File: src/hdl/tag_store_consts.svh
//--------------------------------------------------------------------------
// Size constants of the cache tag store.
// Included by the type packages and by any module that sizes arrays,
// loops or delay lines from them.
//--------------------------------------------------------------------------
`ifndef TAG_STORE_CONSTS_SVH
`define TAG_STORE_CONSTS_SVH

// Associativity, one tag RAM per way
`define TS_WAYS 4
// Set index width, 16 sets
`define TS_INDEX_W 4
// Width of a stored tag
`define TS_TAG_W 8
// Cycles from a RAM read to its data
`define TS_RAM_LAT 1

`endif

File: src/hdl/tag_entry_pkg.sv
//--------------------------------------------------------------------------
// Types for what the tag store keeps per way and set.
// A tag_entry_t is exactly one word of a way RAM.
//--------------------------------------------------------------------------
`include "tag_store_consts.svh"

package tag_entry_pkg;

  typedef logic [`TS_TAG_W-1:0]   tag_t;
  typedef logic [`TS_INDEX_W-1:0] index_t;
  // One bit per way, used as mask or as one-hot way
  typedef logic [`TS_WAYS-1:0]    way_ind_t;

  // One RAM word
  typedef struct packed {
    logic valid;
    logic dirty;
    tag_t tag;
  } tag_entry_t;

endpackage

File: src/hdl/tag_access_pkg.sv
//--------------------------------------------------------------------------
// Types for requests to and responses from the tag store, and the write
// port bundle that control drives to the way RAMs.
//--------------------------------------------------------------------------
package tag_access_pkg;
  import tag_entry_pkg::*;

  typedef enum logic {
    TAG_LOOKUP = 1'b0,
    TAG_FLUSH  = 1'b1
  } tag_mode_e;

  typedef struct packed {
    tag_mode_e mode;
    // Allowed ways on lookup, the one way on flush
    way_ind_t  mask;
    index_t    index;
    tag_t      tag;
    logic      dirty;
  } tag_req_t;

  typedef struct packed {
    way_ind_t way;
    logic     hit;
    logic     evict;
    tag_t     evict_tag;
  } tag_res_t;

  typedef struct packed {
    way_ind_t   mask;
    index_t     index;
    tag_entry_t entry;
  } ram_wr_t;

endpackage

File: src/hdl/tag_way_ram.sv
//--------------------------------------------------------------------------
// Tag memory of one way, built from flops and cleared by reset.
// A read returns its entry TS_RAM_LAT cycles later with a valid pulse;
// the read data then holds until the next read, like an SRAM output.
//--------------------------------------------------------------------------
`timescale 1ns/1ps
`include "tag_store_consts.svh"

module tag_way_ram
  import tag_entry_pkg::*;
(
  input  logic       clk_i,
  input  logic       rst_n_i,
  input  logic       rd_i,
  input  logic       we_i,
  input  index_t     index_i,
  input  tag_entry_t wdata_i,
  output tag_entry_t rdata_o,
  output logic       rvalid_o
);

  localparam int unsigned Lat = `TS_RAM_LAT;

  tag_entry_t           mem [2**`TS_INDEX_W];
  logic       [Lat-1:0] rv_q;
  tag_entry_t           data_q [Lat];

  // Storage, all entries invalid after reset
  always_ff @(posedge clk_i or negedge rst_n_i) begin
    if (!rst_n_i) begin
      mem <= '{default: '0};
    end else if (we_i) begin
      mem[index_i] <= wdata_i;
    end
  end

  // Read valid token travels down the delay line
  always_ff @(posedge clk_i or negedge rst_n_i) begin
    if (!rst_n_i) begin
      rv_q <= '0;
    end else begin
      rv_q[0] <= rd_i;
      for (int k = 1; k < Lat; k++) begin
        rv_q[k] <= rv_q[k-1];
      end
    end
  end

  // Data stages only move with their token, so the last one holds
  always_ff @(posedge clk_i) begin
    if (rd_i) begin
      data_q[0] <= mem[index_i];
    end
    for (int k = 1; k < Lat; k++) begin
      if (rv_q[k-1]) begin
        data_q[k] <= data_q[k-1];
      end
    end
  end

  assign rdata_o  = data_q[Lat-1];
  assign rvalid_o = rv_q[Lat-1];

  // Single port, control never mixes a read and a write
  a_no_rd_wr: assert property (@(posedge clk_i) disable iff (!rst_n_i)
    !(rd_i && we_i));

endmodule

File: src/hdl/tag_hit_detect.sv
//--------------------------------------------------------------------------
// Hit detection over the read entries of all ways.
// Also muxes out the stored entry of one selected way, which is the hit
// way or the victim on lookup and the given way on flush.
//--------------------------------------------------------------------------
`timescale 1ns/1ps
`include "tag_store_consts.svh"

module tag_hit_detect
  import tag_entry_pkg::*;
(
  input  tag_entry_t [`TS_WAYS-1:0] entries_i,
  input  tag_t                      tag_i,
  input  way_ind_t                  mask_i,
  input  way_ind_t                  sel_way_i,
  output way_ind_t                  valid_o,
  output way_ind_t                  dirty_o,
  output way_ind_t                  hit_o,
  output tag_entry_t                sel_entry_o
);

  localparam int unsigned IdxW = (`TS_WAYS > 1) ? $clog2(`TS_WAYS) : 1;

  logic [IdxW-1:0] sel_idx;

  for (genvar i = 0; i < `TS_WAYS; i++) begin : gen_way
    assign valid_o[i] = entries_i[i].valid;
    assign dirty_o[i] = entries_i[i].dirty;
    // Only allowed, valid ways with an equal tag hit
    assign hit_o[i]   = mask_i[i] & entries_i[i].valid & (entries_i[i].tag == tag_i);
  end

  // One-hot to binary, OR of the set bit positions
  always_comb begin
    sel_idx = '0;
    for (int i = 0; i < `TS_WAYS; i++) begin
      if (sel_way_i[i]) begin
        sel_idx |= IdxW'(i);
      end
    end
  end

  assign sel_entry_o = entries_i[sel_idx];

endmodule

File: src/hdl/victim_select.sv
//--------------------------------------------------------------------------
// Victim way choice for a lookup miss.
// Takes the lowest free unlocked way; with no free way it steps round-robin
// from its pointer past locked ways. Result is registered, one cycle after
// the request, and holds until the next request.
//--------------------------------------------------------------------------
`timescale 1ns/1ps
`include "tag_store_consts.svh"

module victim_select
  import tag_entry_pkg::*;
(
  input  logic     clk_i,
  input  logic     rst_n_i,
  input  logic     req_i,
  input  way_ind_t valid_i,
  input  way_ind_t dirty_i,
  input  way_ind_t lock_i,
  output way_ind_t way_o,
  output logic     evict_o,
  output logic     valid_o
);

  localparam int unsigned IdxW = (`TS_WAYS > 1) ? $clog2(`TS_WAYS) : 1;

  way_ind_t        free;
  logic            use_rr;
  logic            found;
  logic [IdxW-1:0] cand;
  logic [IdxW-1:0] pick;
  logic [IdxW-1:0] rr_q;

  assign free   = ~valid_i & ~lock_i;
  assign use_rr = ~|free;

  always_comb begin
    pick  = '0;
    found = 1'b0;
    cand  = '0;
    if (!use_rr) begin
      // Lowest numbered free way
      for (int i = 0; i < `TS_WAYS; i++) begin
        if (!found && free[i]) begin
          pick  = IdxW'(i);
          found = 1'b1;
        end
      end
    end else begin
      // Walk forward from the pointer, skipping locked ways
      for (int k = 0; k < `TS_WAYS; k++) begin
        cand = rr_q + IdxW'(k);
        if (!found && !lock_i[cand]) begin
          pick  = cand;
          found = 1'b1;
        end
      end
    end
  end

  // Control state, pointer starts at way 0
  always_ff @(posedge clk_i or negedge rst_n_i) begin
    if (!rst_n_i) begin
      rr_q    <= '0;
      valid_o <= 1'b0;
    end else begin
      valid_o <= req_i;
      if (req_i && use_rr) begin
        rr_q <= pick + 1'b1;
      end
    end
  end

  // Result payload
  always_ff @(posedge clk_i) begin
    if (req_i) begin
      way_o   <= way_ind_t'(1) << pick;
      evict_o <= valid_i[pick] & dirty_i[pick];
    end
  end

  a_not_all_locked: assert property (@(posedge clk_i) disable iff (!rst_n_i)
    req_i |-> !(&lock_i));

endmodule

File: src/hdl/tag_store_ctrl.sv
//--------------------------------------------------------------------------
// Control of the tag store: idle/busy flag, request register, read valid
// latch, response forming and the RAM write on response acceptance.
// One request is in flight at a time; ready_o is high only while idle.
//--------------------------------------------------------------------------
`timescale 1ns/1ps

module tag_store_ctrl
  import tag_entry_pkg::*;
  import tag_access_pkg::*;
(
  input  logic       clk_i,
  input  logic       rst_n_i,
  input  tag_req_t   req_i,
  input  logic       valid_i,
  output logic       ready_o,
  output logic       ram_rd_o,
  output way_ind_t   ram_rd_mask_o,
  output index_t     ram_rd_index_o,
  output ram_wr_t    ram_wr_o,
  input  way_ind_t   rvalid_i,
  input  way_ind_t   hit_i,
  input  tag_entry_t sel_entry_i,
  output way_ind_t   sel_way_o,
  output tag_t       req_tag_o,
  output way_ind_t   req_mask_o,
  output logic       evict_req_o,
  input  way_ind_t   victim_i,
  input  logic       victim_evict_i,
  input  logic       victim_valid_i,
  output tag_res_t   res_o,
  output logic       res_valid_o,
  input  logic       res_ready_i
);

  logic     busy_q;
  tag_req_t req_q;
  logic     rvalid_q;
  logic     evict_sent_q;
  logic     vic_seen_q;
  logic     accept;
  logic     rdata_ok;
  logic     hit_any;
  logic     is_lookup;
  logic     res_fire;

  // ------------------------------------------------------------------------
  // Request side, read issued in the acceptance cycle
  // ------------------------------------------------------------------------
  assign ready_o        = ~busy_q;
  assign accept         = valid_i & ~busy_q;
  assign ram_rd_o       = accept;
  assign ram_rd_mask_o  = req_i.mask;
  assign ram_rd_index_o = req_i.index;

  assign req_tag_o  = req_q.tag;
  assign req_mask_o = req_q.mask;

  // Read data present now or seen earlier
  assign rdata_ok  = busy_q & ((|rvalid_i) | rvalid_q);
  assign hit_any   = |hit_i;
  assign is_lookup = (req_q.mode == TAG_LOOKUP);
  assign res_fire  = res_valid_o & res_ready_i;

  // Entry to report or update: given way, hit way or victim
  assign sel_way_o = !is_lookup ? req_q.mask : (hit_any ? hit_i : victim_i);

  // Single pulse per miss
  assign evict_req_o = rdata_ok & is_lookup & ~hit_any & ~evict_sent_q;

  // ------------------------------------------------------------------------
  // Response forming
  // ------------------------------------------------------------------------
  always_comb begin
    res_valid_o = 1'b0;
    res_o       = '0;
    if (rdata_ok) begin
      if (!is_lookup) begin
        res_valid_o     = 1'b1;
        res_o.way       = req_q.mask;
        res_o.evict     = sel_entry_i.valid & sel_entry_i.dirty;
        res_o.evict_tag = sel_entry_i.tag;
      end else if (hit_any) begin
        res_valid_o = 1'b1;
        res_o.way   = hit_i;
        res_o.hit   = 1'b1;
      end else begin
        // Miss waits for the victim
        res_valid_o     = victim_valid_i | vic_seen_q;
        res_o.way       = victim_i;
        res_o.evict     = victim_evict_i;
        res_o.evict_tag = sel_entry_i.tag;
      end
    end
  end

  // RAM update in the cycle the response is taken
  always_comb begin
    ram_wr_o = '0;
    if (res_fire) begin
      ram_wr_o.index = req_q.index;
      if (!is_lookup) begin
        // Flush leaves an all zero entry
        ram_wr_o.mask = req_q.mask;
      end else if (!hit_any) begin
        ram_wr_o.mask  = victim_i;
        ram_wr_o.entry = '{valid: 1'b1, dirty: req_q.dirty, tag: req_q.tag};
      end else if (req_q.dirty && !sel_entry_i.dirty) begin
        ram_wr_o.mask  = hit_i;
        ram_wr_o.entry = '{valid: 1'b1, dirty: 1'b1, tag: req_q.tag};
      end
    end
  end

  // ------------------------------------------------------------------------
  // State
  // ------------------------------------------------------------------------
  always_ff @(posedge clk_i or negedge rst_n_i) begin
    if (!rst_n_i) begin
      busy_q       <= 1'b0;
      rvalid_q     <= 1'b0;
      evict_sent_q <= 1'b0;
      vic_seen_q   <= 1'b0;
    end else if (res_fire) begin
      // Back to idle, ready again next cycle
      busy_q       <= 1'b0;
      rvalid_q     <= 1'b0;
      evict_sent_q <= 1'b0;
      vic_seen_q   <= 1'b0;
    end else begin
      if (accept) begin
        busy_q <= 1'b1;
      end
      if (|rvalid_i) begin
        rvalid_q <= 1'b1;
      end
      if (evict_req_o) begin
        evict_sent_q <= 1'b1;
      end
      if (victim_valid_i) begin
        vic_seen_q <= 1'b1;
      end
    end
  end

  always_ff @(posedge clk_i) begin
    if (accept) begin
      req_q <= req_i;
    end
  end

  a_hit_onehot: assert property (@(posedge clk_i) disable iff (!rst_n_i)
    rdata_ok |-> $onehot0(hit_i));

  a_res_held: assert property (@(posedge clk_i) disable iff (!rst_n_i)
    (res_valid_o && !res_ready_i) |=> (res_valid_o && $stable(res_o)));

endmodule

File: src/hdl/result_spill.sv
//--------------------------------------------------------------------------
// Two-entry spill register on the response path.
// Cuts the path from the consumer's ready back into control and keeps
// responses in order. Slot a drives the output, slot b catches overflow.
//--------------------------------------------------------------------------
`timescale 1ns/1ps

module result_spill
  import tag_access_pkg::*;
(
  input  logic     clk_i,
  input  logic     rst_n_i,
  input  tag_res_t data_i,
  input  logic     valid_i,
  output logic     ready_o,
  output tag_res_t data_o,
  output logic     valid_o,
  input  logic     ready_i
);

  logic     a_full_q;
  logic     b_full_q;
  tag_res_t a_data_q;
  tag_res_t b_data_q;
  logic     in_fire;
  logic     out_fire;

  assign ready_o  = ~b_full_q;
  assign valid_o  = a_full_q;
  assign data_o   = a_data_q;
  assign in_fire  = valid_i & ~b_full_q;
  assign out_fire = a_full_q & ready_i;

  always_ff @(posedge clk_i or negedge rst_n_i) begin
    if (!rst_n_i) begin
      a_full_q <= 1'b0;
      b_full_q <= 1'b0;
    end else if (out_fire) begin
      // b moves up, or the new entry goes straight to a
      a_full_q <= b_full_q | in_fire;
      b_full_q <= 1'b0;
    end else begin
      a_full_q <= a_full_q | in_fire;
      b_full_q <= b_full_q | (in_fire & a_full_q);
    end
  end

  always_ff @(posedge clk_i) begin
    if (out_fire) begin
      a_data_q <= b_full_q ? b_data_q : data_i;
    end else if (in_fire && !a_full_q) begin
      a_data_q <= data_i;
    end
    if (in_fire && a_full_q && !out_fire) begin
      b_data_q <= data_i;
    end
  end

endmodule

File: src/hdl/tag_store.sv
//--------------------------------------------------------------------------
// Tag store of a set-associative last-level cache.
// Lookup reports hit or victim and installs the tag; flush reports and
// clears one way. Requests and responses use valid/ready handshakes.
//--------------------------------------------------------------------------
`timescale 1ns/1ps
`include "tag_store_consts.svh"

module tag_store
  import tag_entry_pkg::*;
  import tag_access_pkg::*;
(
  input  logic     clk_i,
  input  logic     rst_n_i,
  input  way_ind_t spm_lock_i,
  input  tag_req_t req_i,
  input  logic     valid_i,
  output logic     ready_o,
  output tag_res_t res_o,
  output logic     valid_o,
  input  logic     ready_i
);

  // RAM ports
  logic                      ram_rd;
  way_ind_t                  ram_rd_mask;
  index_t                    ram_rd_index;
  ram_wr_t                   ram_wr;
  tag_entry_t [`TS_WAYS-1:0] ram_rdata;
  way_ind_t                  ram_rvalid;
  // Hit detection and victim
  way_ind_t                  tag_valid;
  way_ind_t                  tag_dirty;
  way_ind_t                  hit;
  way_ind_t                  sel_way;
  tag_entry_t                sel_entry;
  tag_t                      req_tag;
  way_ind_t                  req_mask;
  logic                      evict_req;
  way_ind_t                  victim;
  logic                      victim_evict;
  logic                      victim_valid;
  // Response into the spill register
  tag_res_t                  res;
  logic                      res_valid;
  logic                      res_ready;

  tag_store_ctrl i_ctrl (
    .clk_i, .rst_n_i, .req_i, .valid_i, .ready_o,
    .ram_rd_o       (ram_rd),
    .ram_rd_mask_o  (ram_rd_mask),
    .ram_rd_index_o (ram_rd_index),
    .ram_wr_o       (ram_wr),
    .rvalid_i       (ram_rvalid),
    .hit_i          (hit),
    .sel_entry_i    (sel_entry),
    .sel_way_o      (sel_way),
    .req_tag_o      (req_tag),
    .req_mask_o     (req_mask),
    .evict_req_o    (evict_req),
    .victim_i       (victim),
    .victim_evict_i (victim_evict),
    .victim_valid_i (victim_valid),
    .res_o          (res),
    .res_valid_o    (res_valid),
    .res_ready_i    (res_ready)
  );

  for (genvar i = 0; i < `TS_WAYS; i++) begin : gen_way_ram
    tag_way_ram i_ram (
      .clk_i, .rst_n_i,
      .rd_i     (ram_rd & ram_rd_mask[i]),
      .we_i     (ram_wr.mask[i]),
      .index_i  (ram_rd ? ram_rd_index : ram_wr.index),
      .wdata_i  (ram_wr.entry),
      .rdata_o  (ram_rdata[i]),
      .rvalid_o (ram_rvalid[i])
    );
  end

  tag_hit_detect i_hit_detect (
    .entries_i   (ram_rdata),
    .tag_i       (req_tag),
    .mask_i      (req_mask),
    .sel_way_i   (sel_way),
    .valid_o     (tag_valid),
    .dirty_o     (tag_dirty),
    .hit_o       (hit),
    .sel_entry_o (sel_entry)
  );

  victim_select i_victim (
    .clk_i, .rst_n_i,
    .req_i   (evict_req),
    .valid_i (tag_valid),
    .dirty_i (tag_dirty),
    .lock_i  (spm_lock_i),
    .way_o   (victim),
    .evict_o (victim_evict),
    .valid_o (victim_valid)
  );

  result_spill i_spill (
    .clk_i, .rst_n_i,
    .data_i  (res),
    .valid_i (res_valid),
    .ready_o (res_ready),
    .data_o  (res_o),
    .valid_o,
    .ready_i
  );

endmodule

File: config.mk
export PLATFORM = sky130hd
export DESIGN_NAME = tag_store
export DESIGN_NICKNAME = d
export VERILOG_FILES = /design/src/hdl/tag_entry_pkg.sv /design/src/hdl/tag_access_pkg.sv /design/src/hdl/tag_way_ram.sv /design/src/hdl/tag_hit_detect.sv /design/src/hdl/victim_select.sv /design/src/hdl/tag_store_ctrl.sv /design/src/hdl/result_spill.sv /design/src/hdl/tag_store.sv
export VERILOG_INCLUDE_DIRS = /design/src /design/src/hdl
export SDC_FILE = /design/constraint.sdc
export NUM_CORES = 1
export LEC_CHECK = 0
export ABC_AREA = 0
export BUFFER_PORTS_ARGS = -buffer_cell sky130_fd_sc_hd__clkbuf_2
export CORE_MARGIN = 2
export CORE_UTILIZATION = 40
export DETAILED_ROUTE_END_ITERATION = 8
export SETUP_SLACK_MARGIN = 0.15
export SLEW_MARGIN = 20
export SYNTH_ARGS = -nofsm -noshare
export SYNTH_HDL_FRONTEND = slang
export SYNTH_SLANG_ARGS = --single-unit
File: constraint.sdc
create_clock -name clk_i -period 4.3 [get_ports clk_i]
set_input_delay 0.215 -clock clk_i [delete_from_list [all_inputs] [get_ports clk_i]]
set_output_delay 0.215 -clock clk_i [all_outputs]
set_load 0.05 [all_outputs]
Yosys cells after proc, flatten, opt, wreduce, memory -nomap -nowiden
Memories as Yosys holds them, arrays and structs flattened.
Index checks and enable logic that the tools add are counted.
- logic and storage cells: 403
- memory bits (writable): 40
- flip-flop bits (word level): 704
- input bits: 26
- memories: 4
- output and inout bits: 16
- memory list (memory ; depth ; bits a word ; read ports ; clocked after memory_dff ; wr ports ; RTL line ; text):
    gen_way_ram[0].i_ram.data_q ; 1 ; 10 ; 1 ; 0 ; 1 ; tag_way_ram.sv:26 ; tag_entry_t data_q [Lat];
    gen_way_ram[1].i_ram.data_q ; 1 ; 10 ; 1 ; 0 ; 1 ; tag_way_ram.sv:26 ;
    gen_way_ram[2].i_ram.data_q ; 1 ; 10 ; 1 ; 0 ; 1 ; tag_way_ram.sv:26 ;
    gen_way_ram[3].i_ram.data_q ; 1 ; 10 ; 1 ; 0 ; 1 ; tag_way_ram.sv:26 ;
- shifts and indexed selects: 1
- magnitude comparators: 8
- $add $sub $neg: 4
- equality and inequality tests: 4
- reduce and logical (&&, ||, !) cells: 33
- bitwise logic cells: 36
- multiplexer cells: 94
- operators by type and width (operator ; number):
    $bwmux 160 ; 4
    $bmux 10 s4 ; 4
    $mux 10 ; 13
    $mux 14 ; 4
    $mux 1 ; 43
    $demux 10 s4 ; 1
    $eq 8x8->1 ; 4
    $mux 4 ; 6
    $and 1x1->1 ; 22
    $bmux 10 s2 ; 1
    $lt 2x3->1 const B ; 6
    $mux 18 ; 1
    $mux 2 ; 9
    $mux 9 ; 2
    $logic_not 1->1 ; 13
    $bmux 1 s2 ; 6
    $logic_and 1x1->1 ; 12
    $reduce_or 4->1 ; 3
    $reduce_bool 2->1 ; 5
    $not 4->4 ; 2
    $ge 5x5->1 const B ; 1
    $lt 5x1->1 const B ; 1
    $not 1->1 ; 5
    $not 4->5 ; 1
    other kinds (5) ; 11

Logic depth before layout (Yosys ltp)
Gate-level depths: netlist of the first run.
An unclocked memory read counts as a cell.
- depth in word-level cells: 24
- depth in mapped cells: 14
- depth with buffers taken out: 9

Hierarchy
From an unflattened synthesis of the first run, not the netlist that was laid out.
- cell total of the unflattened synthesis: 2203
- area, all modules: 34744.6 µm²
- modules (own cells, without submodules) (module ; cells an instance ; area an instance (µm²) ; seq. area each (µm²) ; instances):
    tag_way_ram ; 458 ; 7664.9 ; 4329.2 ; 4
    tag_store_ctrl ; 137 ; 1365.1 ; 640.6 ; 1
    result_spill ; 56 ; 1163.6 ; 890.9 ; 1
    tag_hit_detect ; 113 ; 912.1 ; 0.0 ; 1
    victim_select ; 56 ; 543.0 ; 225.2 ; 1
    tag_store ; 9 ; 101.3 ; 0.0 ; 1

Least setup slack after synthesis of the first run
No wires, ideal clock.
- path kind: reg-to-reg
- start: register i_ctrl.req_q, in the netlist i_ctrl.req_tag_o[3]
- end: memory gen_way_ram[1].i_ram.data_q[0][8] in the netlist's numbering, data pin
- cell stages (with the launch flop): 13
- data required time: 4028 ps
- arrival time: 3064 ps
- setup slack: 964 ps
- path buffers: 4
- library setup time: 272 ps
- period minus slack after synthesis: 3336 ps
- cell sequence: edfxtp_1 buf_4 xnor2_1 nand4_1 nor3_4 nor4_4 a21oi_1 buf_4 a21oi_1 buf_2 clkbuf_1 a311oi_1 or4_1
- longest elaborated chain between the ends: 13
- elaborated cells on any way between the ends: 19
- RTL lines (what ; RTL line ; text):
    from (decl) ; tag_store_ctrl.sv:37 ; tag_req_t req_q;
    from (signal assigned) ; tag_store_ctrl.sv:148 ; req_q <= req_i;
    $eq 8x8->1 ; tag_hit_detect.sv:30 ; assign hit_o[i] = mask_i[i] & entries_i[i].valid & (entries_i[i].tag == tag_i);
    $and 1x1->1 ; tag_hit_detect.sv:30 ;
    $reduce_or 4->1 * ; tag_store_ctrl.sv:61 ; assign hit_any = |hit_i;
    $mux 1 * ; tag_store_ctrl.sv:83 ; end else if (hit_any) begin
    $mux 1 * ; tag_store_ctrl.sv:78 ; if (!is_lookup) begin
    $mux 1 * ; tag_store_ctrl.sv:77 ; if (rdata_ok) begin
    $and 1x1->1 * ; tag_store_ctrl.sv:63 ; assign res_fire = res_valid_o & res_ready_i;
    $mux 18 * ; tag_store_ctrl.sv:100 ; if (res_fire) begin
    $mux 4 * ; tag_store.sv:74 ; .index_i (ram_rd ? ram_rd_index : ram_wr.index),
    $not 4->5 (implied by the code) * ; tag_way_ram.sv:52 ; data_q[0] <= mem[index_i];
    $bmux 10 s4 * ; tag_way_ram.sv:52 ;
    $mux 10 (implied by the code) * (2 in series) ; tag_way_ram.sv:52 ;
    to (decl) ; tag_way_ram.sv:26 ;
Mark *: on every way between the ends. The rest lies on a longest branch, timed or not. The select of a mux whose other input is x is not followed.

Worst setup path in the final report of the first run
- start: register i_ctrl.req_q, in the netlist i_ctrl.req_tag_o[3]
- end: register gen_way_ram[0].i_ram.mem[148] in the netlist's numbering
- longest elaborated chain between the ends: 17
- elaborated cells on any way between the ends: 37
- RTL lines (what ; RTL line ; text):
    $eq 8x8->1 ; tag_hit_detect.sv:30 ;
    $and 1x1->1 ; tag_hit_detect.sv:30 ;
    $reduce_or 4->1 ; tag_store_ctrl.sv:61 ;
    $mux 4 (2 in series) ; tag_store_ctrl.sv:66 ; assign sel_way_o = !is_lookup ? req_q.mask : (hit_any ? hit_i : victim_i);
    $mux 1 ; tag_hit_detect.sv:37 ; if (sel_way_i[i]) begin
    $mux 2 (2 in series) ; tag_hit_detect.sv:37 ;
    $bmux 10 s2 ; tag_hit_detect.sv:43 ; assign sel_entry_o = entries_i[sel_idx];
    $mux 10 (implied by the code) ; tag_hit_detect.sv:43 ;
    $logic_not 1->1 ; tag_store_ctrl.sv:108 ; end else if (req_q.dirty && !sel_entry_i.dirty) begin
    $logic_and 1x1->1 ; tag_store_ctrl.sv:108 ;
    $mux 10 ; tag_store_ctrl.sv:108 ;
    $mux 10 ; tag_store_ctrl.sv:105 ; end else if (!hit_any) begin
    $mux 10 ; tag_store_ctrl.sv:102 ; if (!is_lookup) begin
    $mux 18 * ; tag_store_ctrl.sv:100 ;
    branches (longest 1 deep; another with $ge 5x5->1) ; -- ;
    to (signal, indexed assignment) ; tag_way_ram.sv:33 ; mem[index_i] <= wdata_i;
    to (decl) ; tag_way_ram.sv:24 ; tag_entry_t mem [2**`TS_INDEX_W];
Every way passes the cells marked *. The select of a mux whose other input is x is not followed.
A chain may end at the register's enable or synchronous reset.

==> results of run 1 <==
## flip-flops by register name, summed over array words and instances (netlist names), 2 cells and up
name	count
i_spill.data_o	14
i_ctrl.req_q	6
i_victim.way_o	4
gen_way_ram.i_ram.mem	640
i_victim.rr_q	2
gen_way_ram.i_ram.data_q	40
i_ctrl.req_mask_o	4
i_spill.b_data_q	14
gen_way_ram.i_ram.rvalid_o	4
i_ctrl.req_tag_o	8
## layout by cell type (no fill, tap or decap), drive strengths merged, types with 8 or more instances in the layout
| cell type | n |
|---|---|
| a21oi | 23 |
| and3 | 165 |
| dlygate4sd3 | 21 |
| nor4 | 22 |
| bufinv | 8 |
| nor2 | 46 |
| clkinv | 23 |
| nor3 | 25 |
| mux2 | 634 |
| and2 | 12 |
| o21ai | 20 |
| or4 | 42 |
| edfxtp | 91 |
| mux2i | 9 |
| buf | 172 |
| o41ai | 9 |
| clkbuf | 162 |
| nand3 | 26 |
| a311oi | 161 |
| xnor2 | 32 |
| nand4 | 12 |
| dfrtp | 653 |
| inv | 8 |
| nand2 | 696 |
## worst max-delay path by stage
stage / from / endpoint / slack [ps] / cells after the start
final: i_ctrl.req_tag_o[3] / gen_way_ram[0].i_ram.mem[148] / 190 / 11
after global routing: i_ctrl.req_tag_o[3] / gen_way_ram[0].i_ram.mem[148] / 70 / 11
after CTS: i_ctrl.req_tag_o[2] / gen_way_ram[1].i_ram.mem[13] / 140 / 10
after detailed placement: i_ctrl.req_tag_o[4] / i_spill.data_o[0] / 40 / 11
after global placement: i_ctrl.req_tag_o[5] / i_spill.data_o[0] / 90 / 11
after floorplan: i_ctrl.req_tag_o[3] / gen_way_ram[1].i_ram.data_q[0][8] / 960 / 12
## worst min-delay path, stage by stage
cell,delay [ps]
clkbuf_2,150
o211ai_1,230
nor2_1,140
## what timing repair did
action                                  4_1_cts  5_1_grt
pin swaps                                     0        2
endpoints found under the setup margin       12      151
resized for setup                             2        8
hold buffers                                 21        0
setup buffers                                 0        1
hold endpoints to repair                    106        0
## where the power goes
part           internal, W  total [W]  switching, W
sequential         0.00841    0.00905      0.000639
combinational      0.00269    0.00791       0.00522
clock              0.00446    0.00741       0.00295
## logic make-up after synthesis
kind of cell | synth area share
xor+xnor | 0.00790
compound gates | 0.0640
flops | 0.538
buf+inv | 0.0302
simple gates | 0.153
mux | 0.207
## Yosys cell counts (4+ instances only)
cell type | n | area [sq um]
a2111oi_0 | 6 | 52.6
a211oi_1 | 7 | 52.6
a21oi_1 | 23 | 115
a311oi_1 | 161 | 1410
and2_1 | 12 | 75.1
and3_1 | 165 | 1030
and4_1 | 4 | 35.0
buf_1 | 15 | 56.3
buf_2 | 50 | 250
buf_4 | 7 | 52.6
clkbuf_1 | 174 | 653
dfrtp_1 | 653 | 16300
edfxtp_1 | 91 | 2730
inv_1 | 6 | 22.5
mux2_2 | 602 | 6780
mux2_4 | 30 | 450
mux2i_1 | 9 | 90.1
nand2_1 | 695 | 2610
nand2b_1 | 4 | 25.0
nand3_1 | 25 | 125
nand4_1 | 12 | 75.1
nor2_1 | 40 | 150
nor2_2 | 5 | 31.3
nor2b_1 | 4 | 25.0
nor3_1 | 5 | 25.0
nor3_2 | 10 | 100
nor3_4 | 10 | 163
nor4_4 | 21 | 447
nor4b_1 | 7 | 61.3
o21ai_0 | 15 | 75.1
o31ai_1 | 7 | 52.6
o41ai_2 | 8 | 130
or3_1 | 6 | 37.5
or4_1 | 42 | 315
xnor2_1 | 32 | 280
## per-layer routing
metal	share of wire	track usage	routed length, um	up-vias
met5	0.00013	0	13	-
li1	-	-	-	10900
met1	0.45	0.326	46500	13000
met2	0.47	0.362	48200	791
met4	0.023	0.0666	2360	2
met3	0.059	0.0312	6140	138
## cell type report
type,instances,area [sq um]
Clock inverter,32,398
Sequential cell,744,19100
Inverter,7,26.3
Antenna cell,1,2.50
Clock buffer,122,2460
Timing Repair Buffer,233,2040
Multi-Input combinational cell,2020,15600
Tap cell,1165,1460
Fill cell,7875,47000
## metrics by stage
stage	hold slack [ps]	instances
final	213	4324
after global routing	269	4323
after CTS	157	4322
after detailed placement	319	4147
after global placement	311	4146
after floorplan	-80.6	3020
==> results.json, run 1 <==
{
  "status": "completed",
  "clockRootBuffer": "clkbuf_16",
  "synth_cells": 3020,
  "hold_violations": 0,
  "finalPower_w": 0.0244,
  "wl_per_cell_um": 23.9,
  "max_freq_ghz": 0.243,
  "worstHoldPathType": "in -> reg",
  "cap_viol_max_count": 0,
  "ys_seq_area_frac": 0.538,
  "syn_avg_cell_area_sq_um": 11.7,
  "final.min_clock_period_ps": 4110,
  "area_growth_pct": 15.8,
  "start_kind": "flop",
  "worstHoldPathCells": 3,
  "design_area_sq_um": 41100,
  "cts_buffers": 83,
  "synth_cell_types": 72,
  "grt_pass1_wl_mm": 160,
  "worstPathArrival_ps": 4610,
  "timing.rr.start": "i_ctrl.req_tag_o[3]",
  "required_ps": 4810,
  "peakVddDrop_mv": 0.505,
  "syn-cell-area_sq_um": 35500,
  "crit_slowest_cell": "or4_1",
  "vias_per_cell": 5.76,
  "synth_edf_count": 91,
  "crit_type": "reg -> reg",
  "crit_family": "simple AND/OR/NAND/NOR gates",
  "gp_congestion": 0.926,
  "grt_max_degree": 115,
  "crit_buf_inv": 2,
  "ant_nets": 0,
  "cts_tree": "built",
  "crit_fanout": 17,
  "worst_pin_slew_ps": 1050,
  "clock-sinks": 744,
  "initial_utilization": 0.403,
  "r2r_end": "gen_way_ram[0].i_ram.mem[148]",
  "antenna_found_initial": 4,
  "syn_nets": 3046,
  "power_density_nw_per_um2": 594,
  "relSlewSlack": 0.297,
  "post-dp-hpwl_mm": 65.0,
  "ys_warn_count": 0,
  "row_count": 109,
  "vias": 24900,
  "dr.pass1.iters": 5,
  "min_period_over_period": 0.955,
  "layout_setup_ws_ps": 193,
  "clock_latency_ps": 660,
  "min_to": "i_victim.way_o[3]",
  "post-route-util": 0.466,
  "dieArea_sq_um": 91100,
  "nets": 3115,
  "grt_pass1_vias": 25300,
  "io_buffers": 41,
  "clockBufferDepth": 3,
  "grt.total_usage": 0.228,
  "slew_violations": 0,
  "fin_setup_tns_ps": 0,
  "finalSetupViolCount": 0,
  "worstRegToRegCells": 11,
  "r2r_slack_ps": 190,
  "cpPeakStageDelay_ps": 580,
  "die_h_um": 302,
  "io_pins": 42,
  "synthArstFlopShare": 0.878,
  "rsz0062_at_grt": "yes",
  "ys_seq_elements": 744,
  "worstHoldStart": "spm_lock_i[0]",
  "path_cells": "xnor2_1 > nand4_1 > nor3_4 > or4_1 > o21ai_2 > buf_4 > nor3b_1 > a31oi_2 > buf_4 > or3_1 > mux2_2",
  "ys.flop_type": "dfrtp_1",
  "path_clk_slew_ps": 60,
  "drc": 0,
  "p_leak_nw": 17.9,
  "drive_gt1_frac": 0.339,
  "clock_skew_ps": 40.4,
  "place_area_sq_um": 37900,
  "htreeDepth": 3,
  "grt-ovfl-total": 0,
  "wl_mm": 103,
  "cp-end-kind": "flop",
  "drtIter0Drc": 2217,
  "dp_slack_ps": 41.1,
  "core_sq_um": 88100,
  "die_w_um": 302,
  "worst_path_most_repeated_cell": "buf_4"
}
Power figures use the tool's default switching activity.
==> run 2, diff against run 1 <==
--- a/config.mk
+++ b/config.mk
@@ -6,13 +6,14 @@
 export SDC_FILE = /design/constraint.sdc
 export NUM_CORES = 1
 export LEC_CHECK = 0
-export ABC_AREA = 0
+export ABC_AREA = 1
 export BUFFER_PORTS_ARGS = -buffer_cell sky130_fd_sc_hd__clkbuf_2
 export CORE_MARGIN = 2
 export CORE_UTILIZATION = 40
 export DETAILED_ROUTE_END_ITERATION = 8
+export HOLD_SLACK_MARGIN = 0.08
 export SETUP_SLACK_MARGIN = 0.15
-export SLEW_MARGIN = 20
+export SLEW_MARGIN = 40
 export SYNTH_ARGS = -nofsm -noshare
 export SYNTH_HDL_FRONTEND = slang
 export SYNTH_SLANG_ARGS = --single-unit
==> run 2 against run 1 <==
Compared with the run above: clock skew decreased by 21 ps; worst setup slack better by 170 ps; combinational power shrank 11%.
==> results.json, run 2 <==
{
  "clock-sinks": 744,
  "drtIter0Drc": 3592,
  "intPower_w": 0.0141,
  "syn-cell-area_sq_um": 36600,
  "grt_pass1_vias": 30300,
  "clockBufferDepth": 3,
  "status": "completed",
  "clock_latency_ps": 640,
  "worstHoldPathType": "in -> async",
  "grt.met2_usage": 0.402,
  "htreeDepth": 3,
  "die_w_um": 306,
  "hold_violations": 0,
  "final_cell_mix": "nand2_1, dfrtp_1, nand3_1",
  "worst_pin_slew_ps": 898,
  "post-dp-hpwl_mm": 76.9,
  "synth_cells": 4913,
  "wl_per_cell_um": 19.4,
  "crit_type": "reg -> reg",
  "grt_pass1_wl_mm": 187,
  "dieArea_sq_um": 93900,
  "antenna_found_initial": 1,
  "fin_setup_tns_ps": 0,
  "yosys.area.top_type": "dfrtp_1",
  "regMostFlops": "gen_way_ram.i_ram.mem",
  "crit_fanout": 93,
  "synth_area_leaders": "dfrtp_1, nand2_1, edfxtp_1",
  "grt-ovfl-total": 0,
  "cp-end-kind": "flop",
  "core_sq_um": 90300,
  "r2r_end": "gen_way_ram[0].i_ram.data_q[0][1]",
  "ant_nets": 0,
  "wl_mm": 119,
  "timing.rr.start": "i_ctrl.req_tag_o[4]",
  "ys_warn_count": 0,
  "post-route-util": 0.453,
  "power_density_nw_per_um2": 562,
  "gp_congestion": 0.896,
  "clockRootBuffer": "clkbuf_16",
  "start_kind": "flop",
  "design_area_sq_um": 40900,
  "dp_slack_ps": 293,
  "io_buffers": 41,
  "final_common_cell": "nand2_1",
  "nets": 4929,
  "clock_skew_ps": 19.8,
  "ys_seq_elements": 744,
  "drive_gt1_frac": 0.0850,
  "rsz0062_at_grt": "no",
  "grt.total_usage": 0.256,
  "ys.flop_type": "dfrtp_1",
  "ys_seq_area_frac": 0.521,
  "row_count": 110,
  "crit_family": "simple AND/OR/NAND/NOR gates",
  "crit_slowest_cell": "edfxtp_1",
  "synth_common_cells": "nand2_1, dfrtp_1, nand3_1",
  "path_clk_slew_ps": 60,
  "met3_usage": 0.0385,
  "peakVddDrop_mv": 0.410,
  "path_cells": "inv_2 > nand2_1 > nand2_1 > nor2_1 > nand3_1 > nor2_2 > nor2_2 > nand2_2 > inv_2 > nand2_2 > nand2_4 > inv_2 > nand2_1 > nand2_8 > inv_6 > buf_12 > nand2_1 > nand2_1 > nand2_1 > nand3_1 > nand2_1 > nand2_1 > inv_1 > nand2_1",
  "cap_viol_max_count": 0,
  "required_ps": 4680,
  "r2r_slack_ps": 370,
  "vias": 31600,
  "grt.busiest_layer": "met2",
  "seq_power_share": 0.384,
  "min_period_over_period": 0.915,
  "max_freq_ghz": 0.254,
  "place_area_sq_um": 38000,
  "crit_buf_inv": 6,
  "worst_path_most_repeated_cell": "nand2_1",
  "diodes": 0,
  "worstRegToRegCells": 24,
  "yosysMostFrequentCell": "nand2_1",
  "reg.largest.list": "gen_way_ram.i_ram.mem x640, gen_way_ram.i_ram.data_q x40",
  "cpPeakStageDelay_ps": 520,
  "largest_reg_flops": 640,
  "synthArstFlopShare": 0.878,
  "synth_edf_count": 91,
  "grt_max_degree": 147,
  "cts_setup_buffers": 0,
  "vias_per_cell": 5.14,
  "grt.met1_usage": 0.365,
  "slew_violations": 0,
  "synth_top_area_frac": 0.447,
  "power_frac_comb": 0.305,
  "die_h_um": 306,
  "p_sw_frac": 0.386,
  "synth_cell_types": 36,
  "drc": 0,
  "syn_avg_cell_area_sq_um": 7.45,
  "cts_buffers": 81,
  "cts_tree": "built",
  "layout_setup_ws_ps": 367,
  "final.min_clock_period_ps": 3930,
  "area_growth_pct": 11.9,
  "worstPathArrival_ps": 4310,
  "p_leak_nw": 21.8,
  "io_pins": 42,
  "syn_nets": 4939,
  "pwr-share-clk": 0.311,
  "dr.pass1.iters": 6,
  "finalSetupViolCount": 0,
  "p_sw_w": 0.00888,
  "initial_utilization": 0.405,
  "relSlewSlack": 0.401
}
[run 2: power groups by stage]
stage | clock network [W] | registers, W | logic, W
after CTS | 0.00724 | 0.00884 | 0.00694
after global routing | 0.00752 | 0.00896 | 0.00758
after detailed placement | 0 | 0.00894 | 0.00691
after floorplan | 0 | 0.00902 | 0.00424
after global placement | 0 | 0.00894 | 0.00680
final | 0.00715 | 0.00885 | 0.00702
[run 2: metal layers]
metal,part of all wire,wire length (um),vias up
li1,-,-,15000
met3,0.071,8490,216
met1,0.44,52700,15300
met2,0.45,54000,1135
met4,0.032,3780,2
met5,0.00011,13,-
[run 2: logic make-up after synthesis]
group,count (synthesis),synth area share
and+or+nand+nor,3596,0.398
AOI/OAI and AO/OA,125,0.0187
buffers and inverters,431,0.0576
DFF,744,0.521
xor gates and xnor gates,12,0.00287
muxes,5,0.00154
[run 2: worst max path at each step]
| stage | cells after the start | slack, ps | start | endpoint |
|---|---|---|---|---|
| after floorplan | 14 | 1380 | i_ctrl.req_tag_o[3] | i_spill.data_o[0] |
| after global placement | 24 | 300 | i_ctrl.req_tag_o[3] | gen_way_ram[0].i_ram.data_q[0][0] |
| after detailed placement | 24 | 290 | i_ctrl.req_tag_o[3] | gen_way_ram[0].i_ram.data_q[0][0] |
| after CTS | 24 | 260 | i_ctrl.req_tag_o[3] | gen_way_ram[0].i_ram.data_q[0][0] |
| after global routing | 24 | 150 | i_ctrl.req_tag_o[4] | gen_way_ram[0].i_ram.data_q[0][1] |
| final | 24 | 370 | i_ctrl.req_tag_o[4] | gen_way_ram[0].i_ram.data_q[0][1] |
[run 2: final cells by class]
class,instances,area [sq um]
clock buffer,134,2510
clock inverter,13,170
fill,9060,49400
inverter,176,666
multi-input combinational,3738,15500
sequential,744,19100
tap,1176,1470
timing repair buffer,162,1570
[run 2: repair_timing]
action,4_1_cts,5_1_grt
hold buffers,21,0
hold endpoints to repair,202,0
gates resized for setup,0,4
endpoints found under the setup margin,0,24
[run 2: through the flow]
step	hold slack, ps	std cells	power (W)
6_report	118	6143	0.0230
5_1_grt	125	6143	0.0241
4_1_cts	129	6141	0.0230
3_5_place_dp	191	5973	0.0159
3_3_place_gp	189	5965	0.0157
2_1_floorplan	-80.6	4913	0.0133
